--- src/source/rv_pkg.sv ---
package rv_pkg;

    typedef logic [31:0] word_t;
    typedef logic [4:0]  reg_idx_t;

    // rv32i major opcodes, inst[6:0].
    typedef enum logic [6:0] {
        LOAD   = 7'b0000011,
        STORE  = 7'b0100011,
        OP     = 7'b0110011,
        OP_IMM = 7'b0010011,
        LUI    = 7'b0110111,
        AUIPC  = 7'b0010111,
        BRANCH = 7'b1100011,
        JAL    = 7'b1101111,
        JALR   = 7'b1100111
    } opcode_t;

    typedef struct packed {
        logic [3:0] alu_op;
        logic       alu_src_imm;
        logic       alu_src_pc;
        logic       branch;
        logic       jump;
    } ex_ctrl_t;

    typedef struct packed {
        logic       mem_read;
        logic       mem_write;
        logic [2:0] width;
    } mem_ctrl_t;

    typedef struct packed {
        logic reg_write;
        logic mem_to_reg;
    } wb_ctrl_t;

    // one queue slot.
    typedef struct packed {
        word_t pc;
        word_t inst;
    } fetch_entry_t;

    // bundle handed to the id/ex register.
    typedef struct packed {
        logic      valid;
        word_t     pc;
        reg_idx_t  rs1;
        reg_idx_t  rs2;
        reg_idx_t  rd;
        word_t     reg_data1;
        word_t     reg_data2;
        word_t     imm;
        ex_ctrl_t  ex_ctrl;
        mem_ctrl_t mem_ctrl;
        wb_ctrl_t  wb_ctrl;
    } id_ex_t;

endpackage

--- src/source/control_unit.sv ---
`timescale 1ns/100ps

module control_unit import rv_pkg::*; (
    input  word_t     inst,
    output ex_ctrl_t  ex_ctrl,
    output mem_ctrl_t mem_ctrl,
    output wb_ctrl_t  wb_ctrl,
    output logic      rs1_unused,
    output logic      rs2_unused
);

    opcode_t    opcode;
    logic [2:0] funct3;
    logic       funct7_5;

    assign opcode   = opcode_t'(inst[6:0]);
    assign funct3   = inst[14:12];
    assign funct7_5 = inst[30];

    always_comb begin
        ex_ctrl    = '0;
        mem_ctrl   = '0;
        wb_ctrl    = '0;
        rs1_unused = 1'b1;
        rs2_unused = 1'b1;
        case (opcode)
            LOAD: begin
                ex_ctrl.alu_src_imm = 1'b1;
                mem_ctrl.mem_read   = 1'b1;
                mem_ctrl.width      = funct3;
                wb_ctrl.reg_write   = 1'b1;
                wb_ctrl.mem_to_reg  = 1'b1;
                rs1_unused          = 1'b0;
            end
            STORE: begin
                ex_ctrl.alu_src_imm = 1'b1;
                mem_ctrl.mem_write  = 1'b1;
                mem_ctrl.width      = funct3;
                rs1_unused          = 1'b0;
                rs2_unused          = 1'b0;
            end
            OP: begin
                ex_ctrl.alu_op    = {funct7_5, funct3};
                wb_ctrl.reg_write = 1'b1;
                rs1_unused        = 1'b0;
                rs2_unused        = 1'b0;
            end
            OP_IMM: begin
                // only srai carries funct7 meaning.
                ex_ctrl.alu_op      = {funct7_5 && (funct3 == 3'b101), funct3};
                ex_ctrl.alu_src_imm = 1'b1;
                wb_ctrl.reg_write   = 1'b1;
                rs1_unused          = 1'b0;
            end
            // x0 + imm, rs1 is forced to zero upstream.
            LUI: begin
                ex_ctrl.alu_src_imm = 1'b1;
                wb_ctrl.reg_write   = 1'b1;
            end
            AUIPC: begin
                ex_ctrl.alu_src_imm = 1'b1;
                ex_ctrl.alu_src_pc  = 1'b1;
                wb_ctrl.reg_write   = 1'b1;
            end
            BRANCH: begin
                ex_ctrl.alu_op = {1'b0, funct3};
                ex_ctrl.branch = 1'b1;
                rs1_unused     = 1'b0;
                rs2_unused     = 1'b0;
            end
            JAL: begin
                ex_ctrl.alu_src_pc = 1'b1;
                ex_ctrl.jump       = 1'b1;
                wb_ctrl.reg_write  = 1'b1;
            end
            JALR: begin
                ex_ctrl.alu_src_imm = 1'b1;
                ex_ctrl.jump        = 1'b1;
                wb_ctrl.reg_write   = 1'b1;
                rs1_unused          = 1'b0;
            end
            // unknown opcodes keep the all-zero defaults.
            default: ;
        endcase
    end

endmodule

--- src/source/fetch_unit.sv ---
`timescale 1ns/100ps

module fetch_unit import rv_pkg::*; #(
    parameter word_t RESET_PC    = '0,
    parameter int    QUEUE_DEPTH = 2
) (
    input  logic                         clk,
    input  logic                         rst,
    input  logic                         redirect,
    input  word_t                        redirect_pc,
    input  logic [$clog2(QUEUE_DEPTH):0] queue_space,
    input  word_t                        wb_dat_i,
    input  logic                         wb_ack,
    output logic                         wb_cyc,
    output logic                         wb_stb,
    output logic                         wb_we,
    output word_t                        wb_adr,
    output logic                         push,
    output fetch_entry_t                 push_entry
);

    typedef enum logic {
        FETCH_IDLE,
        FETCH_REQ
    } fetch_state_t;

    fetch_state_t state;
    word_t        pc;
    word_t        req_adr;
    logic         discard;
    logic         start;

    // a new transfer needs a free slot and no pending redirect.
    assign start = (state == FETCH_IDLE) && !redirect && (queue_space != '0);

    always_ff @(posedge clk) begin
        if (rst) begin
            state   <= FETCH_IDLE;
            pc      <= RESET_PC;
            discard <= 1'b0;
        end else begin
            case (state)
                FETCH_IDLE: begin
                    if (start) begin
                        state <= FETCH_REQ;
                    end
                end
                FETCH_REQ: begin
                    if (wb_ack) begin
                        state   <= FETCH_IDLE;
                        discard <= 1'b0;
                    end else if (redirect) begin
                        discard <= 1'b1;
                    end
                end
                default: state <= FETCH_IDLE;
            endcase
            if (redirect) begin
                pc <= {redirect_pc[31:2], 2'b00};
            end else if (push) begin
                pc <= pc + 32'd4;
            end
        end
    end

    // address held stable for the whole transfer.
    always_ff @(posedge clk) begin
        if (start) begin
            req_adr <= pc;
        end
    end

    assign wb_cyc = (state == FETCH_REQ);
    assign wb_stb = (state == FETCH_REQ);
    assign wb_we  = 1'b0;
    assign wb_adr = req_adr;

    // stale words are dropped.
    assign push            = (state == FETCH_REQ) && wb_ack && !discard && !redirect;
    assign push_entry.pc   = req_adr;
    assign push_entry.inst = wb_dat_i;

endmodule

--- src/source/frontend_top.sv ---
`timescale 1ns/100ps

module frontend_top import rv_pkg::*; #(
    parameter word_t RESET_PC    = '0,
    parameter int    QUEUE_DEPTH = 2
) (
    input  logic     clk,
    input  logic     rst,
    output logic     wb_cyc,
    output logic     wb_stb,
    output logic     wb_we,
    output word_t    wb_adr,
    input  word_t    wb_dat_i,
    input  logic     wb_ack,
    input  logic     redirect,
    input  word_t    redirect_pc,
    input  reg_idx_t id_ex_rd,
    input  logic     id_ex_mem_read,
    input  logic     wb_reg_write,
    input  reg_idx_t wb_rd,
    input  word_t    wb_data,
    output id_ex_t   decoded
);

    logic                         push;
    fetch_entry_t                 push_entry;
    logic                         pop;
    fetch_entry_t                 head;
    logic                         head_valid;
    logic [$clog2(QUEUE_DEPTH):0] free_slots;

    fetch_unit #(
        .RESET_PC    (RESET_PC),
        .QUEUE_DEPTH (QUEUE_DEPTH)
    ) fetch_unit0 (
        .clk,
        .rst,
        .redirect,
        .redirect_pc,
        .queue_space (free_slots),
        .wb_dat_i,
        .wb_ack,
        .wb_cyc,
        .wb_stb,
        .wb_we,
        .wb_adr,
        .push,
        .push_entry
    );

    // a redirect empties the queue.
    inst_queue #(
        .QUEUE_DEPTH (QUEUE_DEPTH)
    ) inst_queue0 (
        .clk,
        .rst,
        .flush (redirect),
        .push,
        .push_entry,
        .pop,
        .head,
        .head_valid,
        .free_slots
    );

    stage_id stage_id0 (
        .clk,
        .rst,
        .head,
        .head_valid,
        .redirect,
        .id_ex_rd,
        .id_ex_mem_read,
        .wb_reg_write,
        .wb_rd,
        .wb_data,
        .pop,
        .decoded
    );

endmodule

--- src/source/imm_gen.sv ---
`timescale 1ns/100ps

module imm_gen import rv_pkg::*; (
    input  word_t inst,
    output word_t imm
);

    opcode_t opcode;

    assign opcode = opcode_t'(inst[6:0]);

    always_comb begin
        case (opcode)
            // i format.
            LOAD, OP_IMM, JALR: begin
                imm = {{20{inst[31]}}, inst[31:20]};
            end
            // s format.
            STORE: begin
                imm = {{20{inst[31]}}, inst[31:25], inst[11:7]};
            end
            // b format, bit 0 always zero.
            BRANCH: begin
                imm = {{19{inst[31]}}, inst[31], inst[7], inst[30:25],
                       inst[11:8], 1'b0};
            end
            LUI, AUIPC: begin
                imm = {inst[31:12], 12'b0};
            end
            // j format.
            JAL: begin
                imm = {{11{inst[31]}}, inst[31], inst[19:12], inst[20],
                       inst[30:21], 1'b0};
            end
            // r type has no immediate.
            default: begin
                imm = '0;
            end
        endcase
    end

endmodule

--- src/source/inst_queue.sv ---
`timescale 1ns/100ps

module inst_queue import rv_pkg::*; #(
    parameter int QUEUE_DEPTH = 2
) (
    input  logic                         clk,
    input  logic                         rst,
    input  logic                         flush,
    input  logic                         push,
    input  fetch_entry_t                 push_entry,
    input  logic                         pop,
    output fetch_entry_t                 head,
    output logic                         head_valid,
    output logic [$clog2(QUEUE_DEPTH):0] free_slots
);

    localparam int PTR_W = $clog2(QUEUE_DEPTH);

    fetch_entry_t     slots [QUEUE_DEPTH];
    logic [PTR_W-1:0] rd_ptr;
    logic [PTR_W-1:0] wr_ptr;
    logic [PTR_W:0]   count;

    always_ff @(posedge clk) begin
        if (rst || flush) begin
            rd_ptr <= '0;
            wr_ptr <= '0;
            count  <= '0;
        end else begin
            if (push) begin
                wr_ptr <= wr_ptr + 1'b1;
            end
            if (pop) begin
                rd_ptr <= rd_ptr + 1'b1;
            end
            // simultaneous push and pop leaves count unchanged.
            count <= count + (PTR_W + 1)'(push) - (PTR_W + 1)'(pop);
        end
    end

    always_ff @(posedge clk) begin
        if (push) begin
            slots[wr_ptr] <= push_entry;
        end
    end

    assign head       = slots[rd_ptr];
    assign head_valid = (count != '0);
    assign free_slots = (PTR_W + 1)'(QUEUE_DEPTH) - count;

endmodule

--- src/source/register_file.sv ---
`timescale 1ns/100ps

module register_file import rv_pkg::*; (
    input  logic     clk,
    input  logic     rst,
    input  reg_idx_t read_reg_1,
    input  reg_idx_t read_reg_2,
    input  reg_idx_t write_reg,
    input  word_t    write_data,
    input  logic     reg_write,
    output word_t    read_data_1,
    output word_t    read_data_2
);

    word_t regs [32];

    always_ff @(posedge clk) begin
        if (rst) begin
            for (int i = 0; i < 32; i++) begin
                regs[i] <= '0;
            end
        end else if (reg_write && (write_reg != '0)) begin
            regs[write_reg] <= write_data;
        end
    end

    // write-through so decode sees this cycle's writeback.
    assign read_data_1 = (read_reg_1 == '0) ? '0 :
                         (reg_write && (write_reg == read_reg_1)) ? write_data :
                         regs[read_reg_1];
    assign read_data_2 = (read_reg_2 == '0) ? '0 :
                         (reg_write && (write_reg == read_reg_2)) ? write_data :
                         regs[read_reg_2];

endmodule

--- src/source/stage_id.sv ---
`timescale 1ns/100ps

module stage_id import rv_pkg::*; (
    input  logic         clk,
    input  logic         rst,
    input  fetch_entry_t head,
    input  logic         head_valid,
    input  logic         redirect,
    input  reg_idx_t     id_ex_rd,
    input  logic         id_ex_mem_read,
    input  logic         wb_reg_write,
    input  reg_idx_t     wb_rd,
    input  word_t        wb_data,
    output logic         pop,
    output id_ex_t       decoded
);

    word_t     inst;
    reg_idx_t  rs1;
    reg_idx_t  rs2;
    reg_idx_t  rd;
    word_t     reg_data1;
    word_t     reg_data2;
    word_t     imm;
    ex_ctrl_t  ex_ctrl;
    mem_ctrl_t mem_ctrl;
    wb_ctrl_t  wb_ctrl;
    logic      rs1_unused;
    logic      rs2_unused;
    logic      stall;
    logic      fire;

    assign inst = head.inst;
    assign rs1  = rs1_unused ? '0 : inst[19:15];
    assign rs2  = inst[24:20];
    assign rd   = inst[11:7];

    // unused rs1 is already zero and never matches a nonzero rd.
    assign stall = head_valid && id_ex_mem_read && (id_ex_rd != '0) &&
                   ((id_ex_rd == rs1) || (!rs2_unused && (id_ex_rd == rs2)));
    assign fire  = head_valid && !stall && !redirect;
    assign pop   = fire;

    imm_gen imm_gen0 (
        .inst,
        .imm
    );

    control_unit control_unit0 (
        .inst,
        .ex_ctrl,
        .mem_ctrl,
        .wb_ctrl,
        .rs1_unused,
        .rs2_unused
    );

    register_file register_file0 (
        .clk,
        .rst,
        .read_reg_1  (rs1),
        .read_reg_2  (rs2),
        .write_reg   (wb_rd),
        .write_data  (wb_data),
        .reg_write   (wb_reg_write),
        .read_data_1 (reg_data1),
        .read_data_2 (reg_data2)
    );

    // bubble when not issuing.
    always_comb begin
        decoded.valid     = fire;
        decoded.pc        = head.pc;
        decoded.rs1       = rs1;
        decoded.rs2       = rs2;
        decoded.rd        = rd;
        decoded.reg_data1 = reg_data1;
        decoded.reg_data2 = reg_data2;
        decoded.imm       = imm;
        decoded.ex_ctrl   = fire ? ex_ctrl : '0;
        decoded.mem_ctrl  = fire ? mem_ctrl : '0;
        decoded.wb_ctrl   = fire ? wb_ctrl : '0;
    end

endmodule

--- config.mk ---
export PLATFORM = sky130hd
export DESIGN_NAME = frontend_top
export DESIGN_NICKNAME = d
export VERILOG_FILES = /design/src/source/rv_pkg.sv /design/src/source/control_unit.sv /design/src/source/fetch_unit.sv /design/src/source/frontend_top.sv /design/src/source/imm_gen.sv /design/src/source/inst_queue.sv /design/src/source/register_file.sv /design/src/source/stage_id.sv
export SDC_FILE = /design/constraint.sdc
export NUM_CORES = 2
export LEC_CHECK = 0
export BUFFER_PORTS_ARGS = -buffer_cell sky130_fd_sc_hd__clkbuf_2
export CORE_MARGIN = 8
export CORE_UTILIZATION = 40
export CTS_CLUSTER_SIZE = 16
export DETAILED_ROUTE_END_ITERATION = 6
export PLACE_DENSITY_LB_ADDON = 0.25
export SYNTH_ARGS = -nofsm -noshare
export SYNTH_HDL_FRONTEND = slang
export SYNTH_SLANG_ARGS = --single-unit
--- constraint.sdc ---
create_clock -name clk -period 7.4 [get_ports clk]
set_input_delay 1.11 -clock clk [delete_from_list [all_inputs] [get_ports clk]]
set_output_delay 1.11 -clock clk [all_outputs]
set_load 0.01 [all_outputs]
Yosys cells after proc, flatten, opt, wreduce, memory -nomap -nowiden
Memory sizes are Yosys's and may differ from the RTL's. A register that Yosys moved wholly into a read port is not among the register bits.
Index checks and enable logic that the tools add are counted.
Operators by class
  $add $sub $neg: 6
  equality and inequality tests: 14
  mux-type cells: 37
  bitwise operators: 1
  reductions and logical operators: 40
Operators with widths (count)
  $mux 32: 7
  $pmux 32 s5: 1
  $add 32x3->32 const B: 1
  $reduce_or 32->1: 1
  $eq 7x6->1 const B: 3
  $eq 7x7->1 const B: 3
  $mux 1: 21
  $eq 5x5->1: 4
  $logic_and 1x1->1: 15
  $mux 5: 3
  $eq 7x5->1 const B: 2
  $pmux 4 s3: 1
  $reduce_or 6->1: 2
  $logic_not 5->1: 2
  $reduce_bool 5->1: 2
  $reduce_or 2->1: 5
  $mux 8: 1
  $reduce_bool 2->1: 4
  $eq 7x2->1 const B: 1
  $reduce_or 7->1: 1
  $reduce_or 3->1: 2
  $eq 3x3->1 const B: 1
  $logic_not 1->1: 3
  $mux 3: 1
  other kinds (9): 11
Storage, ports and cells
  bits in registers: 70
  bits in writable memories: 1152
  bits of input ports: 112
  logic and storage cells: 108
  memories: 2
Memories
  stage_id0.register_file0.regs: depth 32, width 32, rd ports 2, clocked after Yosys merged registers in 0, write ports 32, line register_file.sv:15  | word_t regs [32];
  inst_queue0.slots: depth 2, width 64, rd ports 1, clocked after Yosys merged registers in 1, write ports 1, line inst_queue.sv:19  | fetch_entry_t slots [QUEUE_DEPTH];

Depth between registers and ports, before layout
  depth after elaboration: 11
  mapped depth: 18
  depth with buffers taken out: 14

By module
A second synthesis with hierarchy kept.
Unflattened totals
  cell total of the unflattened synthesis: 4604
  area, all modules: 65333.9 µm²
Modules (own cells, without submodules)
  register_file: times used 1, cells each 3802, area an instance 55061.6 µm²
  inst_queue: times used 1, cells each 223, area an instance 5165.0 µm²
  fetch_unit: times used 1, cells each 346, area an instance 3404.5 µm²
  stage_id: times used 1, cells each 111, area an instance 852.1 µm²
  imm_gen: times used 1, cells each 79, area an instance 546.8 µm²
  control_unit: times used 1, cells each 43, area an instance 304.0 µm²

Worst setup path after synthesis
No wires, ideal clock.
  kind: input -> register
  from: input redirect
  to: memory inst_queue0.slots[0][0] (netlist bit) (enable)
  library setup time: 558 ps
  arrival time: 5804 ps
  required time: 6842 ps
  path slack: 1038 ps
  stages on the path: 3
  buffers on the path: 2
  cells stage by stage: clkbuf_1 -> clkbuf_1 -> nor3_1
On the way
  cells in the longest elaborated chain, start to end: 4
Ends and longest elaborated chain
  start: declaration: line frontend_top.sv:15  | input logic redirect,
  $logic_not 1->1: line fetch_unit.sv:79  | assign push = (state == FETCH_REQ) && wb_ack && !discard && !redirect;
  $logic_and 1x1->1: line fetch_unit.sv:79
  $mux 1: line inst_queue.sv:42  | if (push) begin
  $mux 1 (not written as such): line inst_queue.sv:43  | slots[wr_ptr] <= push_entry;
  end: declaration: line inst_queue.sv:19
Every way passes these cells.

==> metrics.cfg <==
[logic_synthesis]
yosysMostFrequentCell=nand2_1
synth-edff-count=1178
synth.distinct_cells=78
synth_seq_area_share_pct=55.5
synth_area_leader_cell=edfxtp_1
dominantRegCellSynth=edfxtp_1
synthTopCellsByArea=edfxtp_1 (54%), and2_1 (9.6%), nand2_1 (8.9%)
avgSynthCellArea_um2=9.96
yosys_warnings=0
synth_area_um2=65100
ys_ff_latch=1215
async_flop_share_pct=0
syn_inst=6531
synth_top_area_share_pct=54.4
netlist_top_cells_count=nand2_1 (1,544), edfxtp_1 (1,178), and2_1 (996), clkbuf_1 (459), nand3_1 (348)

[cells_and_area]
syn2layout_area_growth_pct=12.6
fin_cells=8824
final_nets=6634
fillers=15100
final_area_um2=73300
layout-drive-gt1-share_pct=12.2

[global_routing]
grt_overflow=0
antenna_found_initial=22
grt_pass1_wl_um=385000
track_usage_pct=30.1
grt_pass1_vias=52800
grt_start_max_net_pins=134

[clocking]
cts-htree-levels=4
cts_resized=0
cts.reportedPaths.clkPinSlew_ns=0.06
cts_made_buffers=139
root_buffer=clkbuf_16
cts.sinks=1215
cts_setup_buffers=0
clk_path_buf_depth=3
cts_tree=yes
postCtsHoldBufs=0
clk-insertion-delay-late_ns=0.81

[drt]
first_pass_iters=7
viasPerCell=6.37
postRouteAntennaNets=0
drc=3
wire_per_inst_um=31.3
drt_iter0_markers=9609
vias=56200
drt-total-wl_um=277000

[pwr]
power_mw=16.2
internal-power_mw=12.1
leakage_nw=26.7
clkPwrFrac_pct=42.6
p_seq_share_pct=50.0
p_switching_mw=4.10
combPwrFrac_pct=7.4
power_density_nw_per_um2=221
swShare_pct=25.3
ir_drop_uv=267

[critical_path]
critPathRequiredTime_ns=6.29
critical_path_class=flip-flop to primary output
ff2ff_path_depth=17
worstPathMaxFanout=116
cp.arrival_ns=5.59
crit_path_end_kind=primary output
crit_path_start_kind=flip-flop

[timing]
clock_skew_ns=0.0363
hold_slack_ns=0.460
setup_viol=0
hold_viol=0
fmax_mhz=149
max_slew_margin_pct=9.82
rsz0062_at_grt=no
worstMarginPinSlew_ns=1.35
final_max_slew_viol_count=0
post-route-period-util_pct=90.6
fin_tns_setup_ns=0
finalCriticalPeriod_ns=6.70

[floorplan]
io_pins=306
start_util_pct=40.1
die_h_um=419
rows=148
core_um2=162000
die_area_um2=176000
die_w_um=419

[placed_design]
port_buffers=298
placed_area_um2=68800
gp_congestion=0.872
dp_hpwl_um=149000
numPlacedInstances=8553

[status]
status=finished, violations left
violations=design-rule violations

[min_path]
hp-class=flip-flop to flip-flop
holdPathStages=0

[run]
drv_cap=0

[sequential cells by signal, summed over array words and instances, names as in the netlist, named ones only]
name                           count
inst_queue0.slots                124
fetch_unit0.discard                1
stage_id0.register_file0.regs   1024
inst_queue0.count                  2
fetch_unit0.wb_adr                30
fetch_unit0.pc                    30
fetch_unit0.wb_cyc                 1
inst_queue0.wr_ptr                 1
inst_queue0.rd_ptr                 1
[layer usage]
layer	share of wire, %	global-route usage (%)	vias up
met4	6.7	18.7	8
met2	44	45.7	4557
met1	36	38.5	27200
met3	13	7.85	1030
li1	-	-	23400
met5	0.018	0	-
[critical path, cell delays in order, from the launching register on]
cell and delay, ns:
dfxtp_4 0.82, buf_4 0.63, mux2i_4 0.66, buf_12 0.50
a311oi_1 0.18, o21ai_0 0.84, o21ai_0 0.43, a211oi_1 0.34
clkbuf_2 0.17
[through the flow]
| stage | setup slack, ns | utilization, % |
|---|---|---|
| floorplan | 1.04 | - |
| global placement | 1.62 | 42.4 |
| detailed placement | 1.59 | 42.4 |
| CTS | 0.710 | 45.1 |
| global route | 0.627 | 45.2 |
| finish | 0.697 | 45.2 |
[area by class of cell]
type                            count  area (um2)  share of cell area [%]
Inverter                           22         100                   0.137
Multi-Input combinational cell   4688       26900                    36.7
Clock inverter                     80         846                    1.15
Antenna cell                       21        52.6                  0.0717
Tap cell                         2175        2720                    3.71
Clock buffer                      170        3620                    4.95
Sequential cell                  1215       36100                    49.3
Timing Repair Buffer              453        2920                    3.98
[kinds of logic after synthesis]
kind of cell / count (synthesis) / synth area share, %
adder cells (fa/ha/maj): 3 / 0.0577
AO/OA/AOI/OAI: 1072 / 11.9
buffers and inverters: 664 / 4.24
AND/OR/NAND/NOR: 3381 / 25.2
XOR/XNOR: 45 / 0.606
flip-flops: 1215 / 55.5
multiplexers: 150 / 2.57
other: 1 / 0.00576
[power by group through the flow]
stage	clock network, mW	logic (mW)	registers, mW
finish	6.91	1.19	8.10
global route	7.18	1.25	8.13
CTS	6.92	1.16	8.09
detailed placement	0	1.16	8.23
global placement	0	1.14	8.21
floorplan	0	0.645	8.18
[worst paths after layout]
check	end	slack, ns	start
hold reg to reg	fetch_unit0.wb_adr[31]	0.46	fetch_unit0.pc[31]
hold / removal	fetch_unit0.wb_adr[31]	0.46	fetch_unit0.pc[31]
setup / recovery	decoded[48]	0.70	flip-flop
setup reg to reg	inst_queue0.count[1]	2.13	flip-flop
[placed cells by master, fill, tap and decap left out, types with 20 or more instances in the layout]
master / instances
nand2_1: 1542
buf_12: 21
nand3_1: 347
clkinv_1: 33
buf_4: 135
clkbuf_1: 28
a221oi_1: 46
xnor2_1: 26
mux2i_1: 93
a211oi_1: 45
dfxtp_1: 36
edfxtp_1: 1178
and2_1: 996
a31oi_1: 140
o21ai_0: 181
clkbuf_16: 139
mux2_2: 37
nor2_1: 144
conb_1: 37
nor3_1: 75
nor2_4: 31
o211ai_1: 32
and3_1: 158
a311o_1: 20
a21oi_1: 115
o221ai_1: 78
diode_2: 21
a311oi_1: 247
o22ai_1: 80
clkbuf_2: 297
(Power assumes the default switching activity.)
